File: src/source/pim_pkg.sv
package pim_pkg;

    // register map
    localparam logic [31:0] PIM_MODE_ADDR   = 32'h4100_0000;
    localparam logic [31:0] PIM_ZP_ADDR     = 32'h4200_0000;
    localparam logic [31:0] PIM_STATUS_ADDR = 32'h4300_0000;
    localparam logic [31:0] PIM_RESULT_ADDR = 32'h4400_0000;
    localparam logic [11:0] PIM_CMD_REGION  = 12'h400;   // addr[31:20] of erase/program/read

    localparam int unsigned PIM_READ_CYCLES   = 9;
    localparam int unsigned PIM_ZP_CYCLES     = 1;
    localparam int unsigned PIM_READ_LOAD_CNT = 1;   // words left in the buffer by one read

    localparam int ROW_W      = 7;
    localparam int COL_W      = 9;
    localparam int PULSE_W_W  = 17;
    localparam int PULSE_C_W  = 5;
    localparam int EXEC_CNT_W = 4;
    localparam int LOAD_CNT_W = 6;

    localparam logic [1:0] AXI_RESP_OKAY = 2'b00;

    // 5 and 6 are reserved
    typedef enum logic [2:0] {
        PIM_NONE    = 3'd0,
        PIM_ERASE   = 3'd1,
        PIM_PROGRAM = 3'd2,
        PIM_READ    = 3'd3,
        PIM_ZP      = 3'd4,
        PIM_LOAD    = 3'd7
    } pim_mode_e;

    typedef struct packed {
        logic [11:0]      region;
        logic [3:0]       reserved;
        logic [ROW_W-1:0] row;
        logic [COL_W-1:0] col;
    } pim_cmd_addr_t;

    typedef struct packed {
        logic [9:0]           reserved;
        logic [PULSE_W_W-1:0] width;
        logic [PULSE_C_W-1:0] count;
    } pim_pulse_t;

    // command data is pulse settings or a zero-point word
    typedef union packed {
        pim_pulse_t  pulse;
        logic [31:0] zp;
    } pim_cmd_data_u;

    typedef struct packed {
        logic        wr;
        logic        rd;
        logic [31:0] addr;
        logic [31:0] wdata;
    } bus_req_t;

    typedef struct packed {
        logic                  en;
        pim_mode_e             mode;
        logic [ROW_W-1:0]      row;
        logic [COL_W-1:0]      col;
        logic [EXEC_CNT_W-1:0] exec_cnt;
    } pim_drive_t;

    typedef struct packed {
        logic        en;
        logic [31:0] value;
    } pim_zp_t;

    typedef struct packed {
        logic                  en;
        logic [LOAD_CNT_W-1:0] cnt;
    } pim_load_t;

endpackage

File: src/source/axil_slave.sv
module axil_slave import pim_pkg::*; (
    input  logic        clk_i,
    input  logic        rst_ni,

    input  logic [31:0] awaddr_i,
    input  logic        awvalid_i,
    output logic        awready_o,

    input  logic [31:0] wdata_i,
    input  logic        wvalid_i,
    output logic        wready_o,

    output logic [1:0]  bresp_o,
    output logic        bvalid_o,
    input  logic        bready_i,

    input  logic [31:0] araddr_i,
    input  logic        arvalid_i,
    output logic        arready_o,

    output logic [31:0] rdata_o,
    output logic [1:0]  rresp_o,
    output logic        rvalid_o,
    input  logic        rready_i,

    output bus_req_t    req_o,
    input  logic [31:0] rdata_i
);

    logic wr_acc;
    logic rd_acc;

    // write wins, nothing new while the own response is still pending
    assign wr_acc = awvalid_i && wvalid_i && !bvalid_o;
    assign rd_acc = arvalid_i && !rvalid_o && !wr_acc;

    assign awready_o = wr_acc;
    assign wready_o  = wr_acc;
    assign arready_o = rd_acc;

    always_comb begin
        req_o.wr    = wr_acc;
        req_o.rd    = rd_acc;
        req_o.addr  = wr_acc ? awaddr_i : araddr_i;
        req_o.wdata = wdata_i;
    end

    always_ff @(posedge clk_i or negedge rst_ni) begin
        if (!rst_ni) begin
            bvalid_o <= 1'b0;
            rvalid_o <= 1'b0;
        end else begin
            if (wr_acc) begin
                bvalid_o <= 1'b1;
            end else if (bready_i) begin
                bvalid_o <= 1'b0;
            end
            if (rd_acc) begin
                rvalid_o <= 1'b1;
            end else if (rready_i) begin
                rvalid_o <= 1'b0;
            end
        end
    end

    // held while rvalid waits for rready
    always_ff @(posedge clk_i) begin
        if (rd_acc) begin
            rdata_o <= rdata_i;
        end
    end

    assign bresp_o = AXI_RESP_OKAY;
    assign rresp_o = AXI_RESP_OKAY;

endmodule

File: src/source/pim_sequencer.sv
module pim_sequencer import pim_pkg::*; (
    input  logic                  clk_i,
    input  logic                  rst_ni,

    input  bus_req_t              req_i,
    output logic [31:0]           rdata_o,
    input  logic [31:0]           out_buf_data_i,

    output logic                  start_o,
    output pim_mode_e             mode_o,
    output pim_cmd_addr_t         cmd_addr_o,
    output pim_cmd_data_u         cmd_data_o,
    output logic [LOAD_CNT_W-1:0] load_cnt_o,

    input  logic                  done_i,
    input  logic                  load_en_i
);

    typedef enum logic [1:0] {
        IDLE,
        WAIT_MODE,
        READY,
        EXEC
    } state_e;

    state_e    state_q;
    pim_mode_e mode_q;
    pim_mode_e new_mode;
    logic      read_done_q;
    logic      load_en_q;
    logic [31:0] result_q;

    logic busy;
    logic status_rd;
    logic mode_wr;
    logic cmd_hit;
    logic cmd_start;
    logic load_start;

    assign cmd_addr_o    = pim_cmd_addr_t'(req_i.addr);
    assign cmd_data_o.zp = req_i.wdata;
    assign new_mode      = pim_mode_e'(req_i.wdata[2:0]);

    assign busy      = (state_q != IDLE);   // armed or running
    assign status_rd = req_i.rd && (req_i.addr == PIM_STATUS_ADDR);
    assign mode_wr   = req_i.wr && (req_i.addr == PIM_MODE_ADDR);

    always_comb begin
        cmd_hit = 1'b0;
        case (mode_q)
            PIM_ERASE, PIM_PROGRAM, PIM_READ: cmd_hit = (cmd_addr_o.region == PIM_CMD_REGION);
            PIM_ZP:                           cmd_hit = (req_i.addr == PIM_ZP_ADDR);
            default:                          cmd_hit = 1'b0;
        endcase
    end

    assign cmd_start  = (state_q == READY) && req_i.wr && cmd_hit;
    assign load_start = (state_q == WAIT_MODE) && mode_wr && (new_mode == PIM_LOAD);

    assign start_o    = cmd_start || load_start;
    assign mode_o     = load_start ? PIM_LOAD : mode_q;
    assign load_cnt_o = read_done_q ? LOAD_CNT_W'(PIM_READ_LOAD_CNT) : '0;

    always_ff @(posedge clk_i or negedge rst_ni) begin
        if (!rst_ni) begin
            state_q     <= IDLE;
            mode_q      <= PIM_NONE;
            read_done_q <= 1'b0;
        end else begin
            case (state_q)
                IDLE: begin
                    if (status_rd && !busy) state_q <= WAIT_MODE;
                end
                WAIT_MODE: begin
                    if (mode_wr) begin
                        case (new_mode)
                            PIM_ERASE, PIM_PROGRAM, PIM_ZP: begin
                                mode_q      <= new_mode;
                                read_done_q <= 1'b0;
                                state_q     <= READY;
                            end
                            PIM_READ: begin
                                mode_q      <= new_mode;
                                read_done_q <= 1'b1;
                                state_q     <= READY;
                            end
                            PIM_LOAD: begin
                                mode_q  <= new_mode;   // read-done survives
                                state_q <= EXEC;
                            end
                            default: ;   // reserved codes, stay armed
                        endcase
                    end
                end
                READY: begin
                    if (cmd_start) state_q <= EXEC;
                end
                EXEC: begin
                    if (done_i) begin
                        state_q <= IDLE;
                        mode_q  <= PIM_NONE;
                    end
                end
                default: state_q <= IDLE;
            endcase
        end
    end

    always_ff @(posedge clk_i or negedge rst_ni) begin
        if (!rst_ni) begin
            load_en_q <= 1'b0;
        end else begin
            load_en_q <= load_en_i;
        end
    end

    // buffer word is valid the cycle after the load strobe
    always_ff @(posedge clk_i) begin
        if (load_en_q) result_q <= out_buf_data_i;
    end

    always_comb begin
        case (req_i.addr)
            PIM_STATUS_ADDR: rdata_o = {30'b0, 1'b1, !busy};
            PIM_RESULT_ADDR: rdata_o = result_q;
            default:         rdata_o = '0;
        endcase
    end

endmodule

File: src/source/pim_exec_timer.sv
module pim_exec_timer import pim_pkg::*; (
    input  logic                  clk_i,
    input  logic                  rst_ni,

    input  logic                  start_i,
    input  pim_mode_e             mode_i,
    input  pim_cmd_addr_t         cmd_addr_i,
    input  pim_cmd_data_u         cmd_data_i,
    input  logic [LOAD_CNT_W-1:0] load_cnt_i,

    output logic                  done_o,
    output pim_drive_t            drive_o,
    output pim_zp_t               zp_o,
    output pim_load_t             load_o
);

    pim_mode_e             mode_q;
    logic [PULSE_W_W-1:0]  width_q;
    logic [PULSE_W_W-1:0]  init_width_q;
    logic [PULSE_C_W-1:0]  count_q;
    logic [EXEC_CNT_W-1:0] exec_q;
    logic [LOAD_CNT_W-1:0] load_q;
    logic [ROW_W-1:0]      row_q;
    logic [COL_W-1:0]      col_q;
    logic [31:0]           zp_q;

    always_comb begin
        case (mode_q)
            PIM_ERASE, PIM_PROGRAM: done_o = (count_q == '0);
            PIM_READ, PIM_ZP:       done_o = (exec_q == '0);
            PIM_LOAD:               done_o = (load_q == '0);
            default:                done_o = 1'b0;
        endcase
    end

    always_ff @(posedge clk_i or negedge rst_ni) begin
        if (!rst_ni) begin
            mode_q  <= PIM_NONE;
            width_q <= '0;
            count_q <= '0;
            exec_q  <= '0;
            load_q  <= '0;
        end else if (start_i) begin
            mode_q  <= mode_i;
            width_q <= cmd_data_i.pulse.width;
            count_q <= cmd_data_i.pulse.count;
            exec_q  <= (mode_i == PIM_READ) ? EXEC_CNT_W'(PIM_READ_CYCLES)
                                            : EXEC_CNT_W'(PIM_ZP_CYCLES);
            load_q  <= load_cnt_i;
        end else if (done_o) begin
            mode_q <= PIM_NONE;
        end else begin
            case (mode_q)
                PIM_ERASE, PIM_PROGRAM: begin
                    if (width_q != '0) begin
                        width_q <= width_q - 1'b1;
                    end else begin
                        count_q <= count_q - 1'b1;   // one low cycle between pulses
                        width_q <= init_width_q;
                    end
                end
                PIM_READ, PIM_ZP: exec_q <= exec_q - 1'b1;
                PIM_LOAD:         load_q <= load_q - 1'b1;
                default: ;
            endcase
        end
    end

    always_ff @(posedge clk_i) begin
        if (start_i) begin
            init_width_q <= cmd_data_i.pulse.width;
            row_q        <= cmd_addr_i.row;
            col_q        <= cmd_addr_i.col;
            zp_q         <= cmd_data_i.zp;
        end
    end

    // operands only show while the strobe is up
    always_comb begin
        drive_o = '0;
        zp_o    = '0;
        load_o  = '0;
        case (mode_q)
            PIM_ERASE, PIM_PROGRAM: begin
                if (count_q != '0 && width_q != '0) begin
                    drive_o.en   = 1'b1;
                    drive_o.mode = mode_q;
                    drive_o.row  = row_q;
                    drive_o.col  = (mode_q == PIM_PROGRAM) ? col_q : '0;
                end
            end
            PIM_READ: begin
                if (exec_q != '0) begin
                    drive_o.en       = 1'b1;
                    drive_o.mode     = mode_q;
                    drive_o.row      = row_q;
                    drive_o.col      = col_q;
                    drive_o.exec_cnt = exec_q;
                end
            end
            PIM_ZP: begin
                if (exec_q != '0) begin
                    zp_o.en    = 1'b1;
                    zp_o.value = zp_q;
                end
            end
            PIM_LOAD: begin
                if (load_q != '0) begin
                    load_o.en  = 1'b1;
                    load_o.cnt = load_q;
                end
            end
            default: ;
        endcase
    end

endmodule

File: src/source/pim_ctrl_top.sv
module pim_ctrl_top import pim_pkg::*; (
    input  logic        clk_i,
    input  logic        rst_ni,

    input  logic [31:0] awaddr_i,
    input  logic        awvalid_i,
    output logic        awready_o,
    input  logic [31:0] wdata_i,
    input  logic        wvalid_i,
    output logic        wready_o,
    output logic [1:0]  bresp_o,
    output logic        bvalid_o,
    input  logic        bready_i,
    input  logic [31:0] araddr_i,
    input  logic        arvalid_i,
    output logic        arready_o,
    output logic [31:0] rdata_o,
    output logic [1:0]  rresp_o,
    output logic        rvalid_o,
    input  logic        rready_i,

    output pim_drive_t  drive_o,
    output pim_zp_t     zp_o,
    output pim_load_t   load_o,
    input  logic [31:0] out_buf_data_i
);

    bus_req_t              req;
    logic [31:0]           seq_rdata;
    logic                  start;
    pim_mode_e             mode;
    pim_cmd_addr_t         cmd_addr;
    pim_cmd_data_u         cmd_data;
    logic [LOAD_CNT_W-1:0] load_cnt;
    logic                  done;

    axil_slave u_axil_slave (
        .clk_i     (clk_i),
        .rst_ni    (rst_ni),
        .awaddr_i  (awaddr_i),
        .awvalid_i (awvalid_i),
        .awready_o (awready_o),
        .wdata_i   (wdata_i),
        .wvalid_i  (wvalid_i),
        .wready_o  (wready_o),
        .bresp_o   (bresp_o),
        .bvalid_o  (bvalid_o),
        .bready_i  (bready_i),
        .araddr_i  (araddr_i),
        .arvalid_i (arvalid_i),
        .arready_o (arready_o),
        .rdata_o   (rdata_o),
        .rresp_o   (rresp_o),
        .rvalid_o  (rvalid_o),
        .rready_i  (rready_i),
        .req_o     (req),
        .rdata_i   (seq_rdata)
    );

    pim_sequencer u_pim_sequencer (
        .clk_i          (clk_i),
        .rst_ni         (rst_ni),
        .req_i          (req),
        .rdata_o        (seq_rdata),
        .out_buf_data_i (out_buf_data_i),
        .start_o        (start),
        .mode_o         (mode),
        .cmd_addr_o     (cmd_addr),
        .cmd_data_o     (cmd_data),
        .load_cnt_o     (load_cnt),
        .done_i         (done),
        .load_en_i      (load_o.en)
    );

    pim_exec_timer u_pim_exec_timer (
        .clk_i      (clk_i),
        .rst_ni     (rst_ni),
        .start_i    (start),
        .mode_i     (mode),
        .cmd_addr_i (cmd_addr),
        .cmd_data_i (cmd_data),
        .load_cnt_i (load_cnt),
        .done_o     (done),
        .drive_o    (drive_o),
        .zp_o       (zp_o),
        .load_o     (load_o)
    );

endmodule

File: config.mk
export PLATFORM = sky130hd
export DESIGN_NAME = pim_ctrl_top
export DESIGN_NICKNAME = d
export VERILOG_FILES = /design/src/source/pim_pkg.sv /design/src/source/axil_slave.sv /design/src/source/pim_sequencer.sv /design/src/source/pim_exec_timer.sv /design/src/source/pim_ctrl_top.sv
export SDC_FILE = /design/constraint.sdc
export NUM_CORES = 1
export LEC_CHECK = 0
export ABC_CLOCK_PERIOD_IN_PS = 3900
export BUFFER_PORTS_ARGS = -buffer_cell sky130_fd_sc_hd__buf_2
export CAP_MARGIN = 20
export CORE_MARGIN = 3
export CORE_UTILIZATION = 51
export CTS_CLUSTER_SIZE = 8
export DETAILED_ROUTE_END_ITERATION = 8
export GPL_TIMING_DRIVEN = 1
export HOLD_SLACK_MARGIN = 0.05
export MAX_ROUTING_LAYER = met4
export PLACE_DENSITY = 0.78
export SLEW_MARGIN = 10
export SYNTH_ARGS = -nofsm -noshare
export SYNTH_HDL_FRONTEND = slang
export SYNTH_SLANG_ARGS = --single-unit
File: constraint.sdc
create_clock -name clk_i -period 3.9 [get_ports clk_i]
set_input_delay 0 -clock clk_i [delete_from_list [all_inputs] [get_ports clk_i]]
set_output_delay 0 -clock clk_i [all_outputs]
set_load 0.05 [all_outputs]
---- After elaboration in Yosys (flattened, before gate mapping) ----
Cells that the tools add are included.
storage, ports and cells
  latch bits .............................. 0
  input port bits ......................... 135
  bits in registers ....................... 173
  memories kept ........................... 0
  RAM bits ................................ 0
  ROM bits ................................ 0
  logic and storage cells ................. 145
  output and inout bits ................... 105
cells by class
  reduce and logical (&&, ||, !) cells .... 47
  multipliers ............................. 0
  multiplexer cells ....................... 46
  equal/unequal tests ..................... 31
  bitwise operators ....................... 0
  add/subtract/negate cells ............... 4
  shift-type cells ........................ 0
  order comparisons ....................... 0
  div/mod/pow operators ................... 0
operator list
  kind                     count
  $eq A32 B31 Y1 const B   4
  $mux W17                 4
  $mux W33                 2
  $pmux W32 S2             1
  $pmux W20 S2             1
  $mux W32                 1
  $mux W24                 1
  $eq A3 B2 Y1 const B     7
  $mux W20                 1
  $mux W4                  5
  $mux W5                  4
  $mux W6                  3
  $reduce_bool A2 Y1       9
  $reduce_bool A17 Y1      1
  $sub A17 B1 Y17 const B  1
  $eq A3 B3 Y1 const B     5
  $mux W3                  5
  $mux W7                  2
  $eq A12 B11 Y1 const B   1
  $logic_and A1 B1 Y1      12
  $eq A3 B1 Y1 const B     3
  $mux W9                  1
  $mux W2                  4
  $ne A2 B2 Y1 const B     4
  other kinds (30)         46

---- Longest topological paths before layout ----
Gate-level depths: netlist of the first run.
  depth in word-level cells ............... 11
  gate-level depth with buffers ........... 9
  depth with buffers taken out ............ 8

---- By module ----
From an unflattened synthesis of the first run, not the netlist that was laid out.
second synthesis, totals
  cell total of the unflattened synthesis .. 752
  area total of the unflattened synthesis .. 8,730.9 um2
by module, submodules not included
  module          area each (um2)  seq. area each (um2)  times used  cells an instance
  pim_exec_timer  4,415.5          2,317.2               1           418
  pim_sequencer   2,456.1          1,136.1               1           217
  axil_slave      1,859.3          1,011.0               1           117

---- Worst setup path before layout of the first run ----
OpenSTA, ideal clock, no wires.
  kind .................................... register to register
  start point ............................. register u_axil_slave.bvalid_o
  end point ............................... register u_pim_exec_timer.col_q[0], enable pin
  buffers on the path ..................... 0
  data required time ...................... 3.494 ns
  slack ................................... 0.912 ns
  arrival ................................. 2.582 ns
  clock period less this slack ............ 2.988 ns
  setup time .............................. 0.406 ns
  cell stages (with the launch flop) ...... 7
  cells stage by stage .................... dfrtp_1 -> nand3b_1 -> inv_1 -> and4_1 -> and4_1 -> o21ai_0 -> nand2_1
between the ends
  word-level cells in the longest chain between the ends .. 8
  elaborated cells between the ends (all ways) .. 13
  classes of those cells .................. eq/ne: 3; mux: 2; reduce/logical: 8
RTL lines
  item                                              RTL line              RTL
  start, declared                                   axil_slave.sv:14      output logic bvalid_o,
  start signal, assigned                            axil_slave.sv:50      bvalid_o <= 1'b0;
  start signal, assigned                            axil_slave.sv:54      bvalid_o <= 1'b1;
  start signal, assigned                            axil_slave.sv:56      bvalid_o <= 1'b0;
  $logic_not A1 Y1 (*)                              axil_slave.sv:34      assign wr_acc = awvalid_i && wvalid_i && !bvalid_o;
  $logic_and A1 B1 Y1 (*)                           axil_slave.sv:34
  branches (longest 5 deep; another with $mux W32)  n/a
  $logic_or A1 B1 Y1 (*)                            pim_sequencer.sv:60   assign start_o = cmd_start || load_start;
  net start                                         pim_ctrl_top.sv:30    logic start;
  end signal, assigned                              pim_exec_timer.sv:73  col_q <= cmd_addr_i.col;
  end, declared                                     pim_exec_timer.sv:24  logic [COL_W-1:0] col_q;
Mark *: on every way through the listed nets, which the timed path passes.
A chain may end at the register's enable or synchronous reset.

==> results.cfg, run 1 <==
[synth]
synth.top_cells.by_count = 112 x edfxtp_1, 87 x and2_1, 77 x nand2_1
yosysWarnings = 0
synth_top_area_share_pct = 45.4
synth_cell_types = 57
avgSynthCellArea_sq_um = 11.5
syn-cell-area_sq_um = 7410
synth_area_leaders = edfxtp_1 45%, dfrtp_1 15%, and2_1 7.3%, nand2_1 3.9%, mux2_2 2.6%
synth_most_common_cell = edfxtp_1
ys_seq_elements = 156
synth_ff_type = edfxtp_1
syn_inst = 642
yosys.area.top_type = edfxtp_1
seq_area_frac_synth_pct = 60.2
synth-edff-count = 112
ys_async_sr_fraction_pct = 28.2

[place]
place_ws_ps = 1100
placed_cell_area_sq_um = 8750
hpwl_um = 13500
io_buffers = 234
place.gp.congestion = 0.884

[min_path]
hold_end = u_axil_slave.bvalid_o
hold_path.class = in -> reg
hold_depth = 4
min_from = awvalid_i

[setup_path]
critPathSlowestCell = or4_4
ff2ff_setup_slack_ps = 1020
critPathMaxStageDelay_ps = 570
critical_path.cell_chain = or4_4, nor4_1, nand2_1, nand3b_1, a21oi_1, and2_1, buf_2
timing.rr.end = u_pim_exec_timer.width_q[9]
path_class = reg -> out
r2r-start = u_pim_exec_timer.width_q[7]
cp-start-kind = register
critPathMaxFanout = 22
r2r_cells = 6
crit_arrival_ps = 3300
cp-end-kind = output pin
cp.required_ps = 3900
path_buf_inv = 1
crit_family = simple AND/OR/NAND/NOR gates

[sta]
whs_ps = 87.3
fmax_mhz = 303
setup_violations = 0
tns_ps = 0
final.setup.worst_slack_ps = 597
hold_viol = 0
slew_headroom_pct = 51.3
worst_slew_pin_slew_ps = 726
slew_viol_final = 0
rsz0062_at_grt = no
period_needed_ps = 3300
clock_skew_ps = 13.1
min_period_over_period_pct = 84.7

[final_layout]
num-nets-final = 1122
areaGrowthSynthToFinish_pct = 39.6
final_util_pct = 73.6
final_area_sq_um = 10300
final_layout_size_suffix_gt1_share_pct = 30.9
antenna_cells = 0

[global_routing]
use_met1_pct = 29.9
track_usage_pct = 26.2
top_usage_layer = met2
met3_usage_pct = 6.36
grt_pass1_vias = 6289
grt_max_degree = 45
grt_pass1_wl_um = 31900
grt_util_met2_pct = 45.0
antenna_found_initial = 0
gr-total-overflow = 0

[job]
cap_viol_max_count = 0

[clocking]
ctsLongestPathBuffers = 2
cts_made_buffers = 17
htreeDepth = 4
clk_latency_ps = 420
clkTransAtPathRegs_ps = 70
postCtsSetupBuffers = 0
cts.sink_count = 156
cts_tree = yes
cts_root_buffer = clkbuf_16

[pwr]
leakagePower_nw = 4.63
powerDensity_nw_per_um2 = 370
ir_worst_vdd_uv = 414

[drt]
totalWireLength_um = 20300
drt_pass1_iterations = 5
avgViaCountPerCell = 5.26
wl_per_cell_um = 17.3
ant_nets = 0
first_iter_violations = 498
remaining_drc_errors = 0
via_count = 6158

[floorplanning]
chipHeight_um = 127
die_w_um = 127
start_util_pct = 52.8
row_count = 43
pin_count = 240
core-area_sq_um = 14000
die_area_sq_um = 16000

[status]
status = finished, final reports clean
flip-flops by register name, summed over array words and instances (netlist names), 2 cells and up:
name / cells
u_pim_sequencer.state_q: 2
u_pim_sequencer.mode_q: 3
u_pim_exec_timer.col_q: 9
u_pim_exec_timer.count_q: 5
u_pim_exec_timer.row_q: 7
u_axil_slave.rdata_o: 32
u_pim_sequencer.result_q: 32
u_pim_exec_timer.exec_q: 4
u_pim_exec_timer.mode_q: 3
u_pim_exec_timer.zp_q: 32
u_pim_exec_timer.load_q: 6
u_pim_exec_timer.width_q: 17
layout make-up:
class | instances | area [sq um]
Clock buffer | 17 | 425
Clock inverter | 15 | 141
Fill cell | 887 | 3700
Inverter | 27 | 101
Multi-Input combinational cell | 432 | 2720
Sequential cell | 156 | 4460
Tap cell | 180 | 225
Timing Repair Buffer | 344 | 2270
logic make-up (layout without fill, tap and decap cells):
kind of cell / count (synthesis) / count (layout) / share of synthesized area (%)
mux: 27 / 27 / 4.09
buf+inv: 58 / 403 / 3.36
compound gates: 77 / 77 / 6.75
simple gates: 301 / 301 / 22.4
other cells: 1 / 5 / 0.0506
flops: 156 / 156 / 60.3
xor+xnor: 13 / 13 / 1.54
fa+ha+maj: 9 / 9 / 1.52
worst max path at each step:
stage                                start                         to  slack, ps  depth (start not counted)
3_5_place_dp   u_pim_exec_timer.width_q[7]                drive_o[13]       1100                          7
3_3_place_gp   u_pim_exec_timer.width_q[7]                drive_o[16]       1140                          7
6_report       u_pim_exec_timer.width_q[7]                drive_o[17]        600                          7
4_1_cts        u_pim_exec_timer.width_q[7]                drive_o[13]        630                          7
5_1_grt        u_pim_exec_timer.width_q[7]                drive_o[14]        290                          7
2_1_floorplan        u_axil_slave.bvalid_o  u_pim_exec_timer.col_q[0]        910                          6
layer usage:
metal,share of wire [%],wire length [um],vias up
met1,39,7920,2898
met5,0,0,-
li1,-,-,2958
met3,6.6,1340,43
met2,52,10400,259
met4,2.8,563,0
cell usage in the layout (no fill, tap or decap), types with 18 or more instances in the layout:
cell           Yosys  routed
and2_1            87      87
inv_1             27      27
nor4_1            20      20
o21ai_0           18      18
nand2_1           77      76
nor2_1            33      32
dfrtp_1           44      44
edfxtp_1         112     112
dlygate4sd3_1      0     100
buf_2              3     234
timing repair:
item / CTS / global route
hold endpoints to repair: 152 / 0
hold buffers: 100 / 0
resized for setup: 0 / 0
through the flow:
stage	std cells	total power, mW
3_5_place_dp	1038	2.18
2_1_floorplan	646	2.05
5_1_grt	1171	3.95
6_report	1171	3.83
4_1_cts	1170	3.82
3_3_place_gp	1038	2.18
worst register-to-register path, cell delays in order, from the launching register on:
cell and delay [ps]:
dfrtp_1 420, or4_4 570, nor4_1 410, nand2_1 560, o22ai_1 380, a2bb2oi_1 120, mux2_2 310
power by group:
part	leakage [nW]	internal, mW	total (mW)	switching, mW
combinational	2.79	0.172	0.406	0.234
sequential	1.57	1.82	1.85	0.0277
clock	0.266	0.888	1.58	0.687
total	4.63	2.88	3.83	0.948
(Power assumes the default switching activity.)
==> inputs of run 2 (changes only) <==
- ABC_CLOCK_PERIOD_IN_PS: 3900 -> 3100
- clock period: 3.9 -> 3.1 ns (I/O delays scaled with it)
==> results.cfg, run 2 (synthesized netlist as in run 1, its figures left out) <==
[setup_path]
path_buf_inv = 1
critical_path.cell_chain = or4_4, or4_4, nor2_2, o31ai_1, and3_2, and2_1, buf_2
r2r_cells = 8
critPathMaxFanout = 10
cp.required_ps = 3100
cp-start-kind = register
path_class = reg -> out
critical_path.most_common_cell = or4_4
critPathSlowestCell = or4_4
crit_family = simple AND/OR/NAND/NOR gates
path_depth = 7
cp-end-kind = output pin
crit_arrival_ps = 2940
critPathMaxStageDelay_ps = 580

[floorplanning]
chipHeight_um = 127
die_area_sq_um = 16000
start_util_pct = 52.8
die_w_um = 127
row_count = 43
core-area_sq_um = 14000
pin_count = 240

[drt]
via_count = 6358
avgViaCountPerCell = 5.41
wl_per_cell_um = 18.4
totalWireLength_um = 21600
drt_pass1_iterations = 5
first_iter_violations = 622
remaining_drc_errors = 0
ant_nets = 0

[sta]
period_needed_ps = 2940
tns_ps = 0
rsz0062_at_grt = no
slew_headroom_pct = 52.0
min_period_over_period_pct = 94.7
final.setup.worst_slack_ps = 165
worst_slew_pin_slew_ps = 720
whs_ps = 76.9
setup_violations = 0
slew_viol_final = 0
fmax_mhz = 341
hold_viol = 0
clock_skew_ps = 12.7

[final_layout]
final_cell_mix = 234 x buf_2, 112 x edfxtp_1, 100 x dlygate4sd3_1, 87 x and2_1, 76 x nand2_1
register_area_sq_um = 4460
fill_cells = 881
reg.largest.list = u_axil_slave.rdata_o: 32 flops, u_pim_exec_timer.zp_q: 32 flops, u_pim_sequencer.result_q: 32 flops
multiInputGateArea_sq_um = 2730
final_util_pct = 74.0
mostFrequentLayoutCell = buf_2
num-nets-final = 1124
areaGrowthSynthToFinish_pct = 40.3
final_layout_size_suffix_gt1_share_pct = 31.4
final_area_sq_um = 10400

[place]
place.gp.congestion = 0.881
place_ws_ps = 516
placed_cell_area_sq_um = 8770
io_buffers = 234
hpwl_um = 13300

[clocking]
clkTransAtPathRegs_ps = 70
cts_tree = yes
postCtsSetupBuffers = 0
cts.sink_count = 156
clk_latency_ps = 430
cts_root_buffer = clkbuf_16
cts_made_buffers = 17
ctsLongestPathBuffers = 2
htreeDepth = 4

[pwr]
p_sw_share_pct = 25.0
p_sw_mw = 1.23
pwr-share-seq_pct = 47.1
leakagePower_nw = 4.66
internal_power_mw = 3.70
ir_worst_vdd_uv = 509
comb_power_share_pct = 10.5
power_frac_clock_pct = 42.5
powerDensity_nw_per_um2 = 475

[status]
status = finished, final reports clean

[job]
cap_viol_max_count = 0

[global_routing]
grt_pass1_vias = 6464
gr-total-overflow = 0
grt_pass1_wl_um = 33300
antenna_found_initial = 2
track_usage_pct = 27.4
grt_max_degree = 49

[min_path]
hold_path.class = in -> async
## run 2: cell types whose count changed in the layout (fill, tap and decap cells not counted), sizes merged
cell      delta
buf          +2
diode        +2
clkinv       +1
bufinv       +1
clkinvlp     -3
inv          +1
## run 2: worst paths after layout
| kind | start | to | slack (ps) |
|---|---|---|---|
| setup / recovery | u_pim_exec_timer.width_q[7] | drive_o[11] | 160 |
| hold / removal | rst_ni | u_pim_exec_timer.width_q[6] | 80 |
| setup reg to reg | u_pim_exec_timer.count_q[0] | u_pim_exec_timer.width_q[12] | 480 |
| hold reg to reg | u_pim_sequencer.result_q[12] | u_axil_slave.rdata_o[12] | 510 |
| max in group asynchronous | rst_ni | u_pim_sequencer.read_done_q | 2500 |
| min in group clk_i | arvalid_i | u_axil_slave.rdata_o[5] | 120 |
## run 2: routing by layer
| metal | vias up | track usage, % | wire length, um |
|---|---|---|---|
| met2 | 303 | 47.1 | 11300 |
| met1 | 3040 | 32.0 | 8270 |
| li1 | 2971 | - | - |
| met4 | 0 | 7.82 | 425 |
| met5 | - | - | 0 |
| met3 | 44 | 6.91 | 1610 |
## run 2: repair_timing
item,CTS,global route
resized for setup,0,3
hold endpoints to repair,152,0
hold buffers,100,0
setup endpoints to repair,0,16
## run 2: per-stage QoR
step	std cells	power, mW
floorplan	646	2.58
global placement	1040	2.74
detailed placement	1040	2.75
CTS	1172	4.91
global route	1175	5.08
finish	1175	4.94
## run 2: power groups by stage
stage | logic [mW] | clock network (mW) | registers, mW
floorplan | 0.114 | 0 | 2.46
global placement | 0.380 | 0 | 2.36
detailed placement | 0.385 | 0 | 2.36
CTS | 0.499 | 2.08 | 2.32
global route | 0.548 | 2.20 | 2.33
finish | 0.516 | 2.10 | 2.32
## run 2: area by class of cell
| cell class | count | area share (%) |
|---|---|---|
| well taps | 180 | 2.17 |
| clock inverters | 15 | 1.55 |
| repair buffers | 346 | 22.0 |
| flip-flops and latches | 156 | 42.9 |
| diodes | 2 | 0.0481 |
| inverters | 27 | 0.975 |
| clock buffers | 17 | 4.09 |
| multi-input cells | 432 | 26.2 |
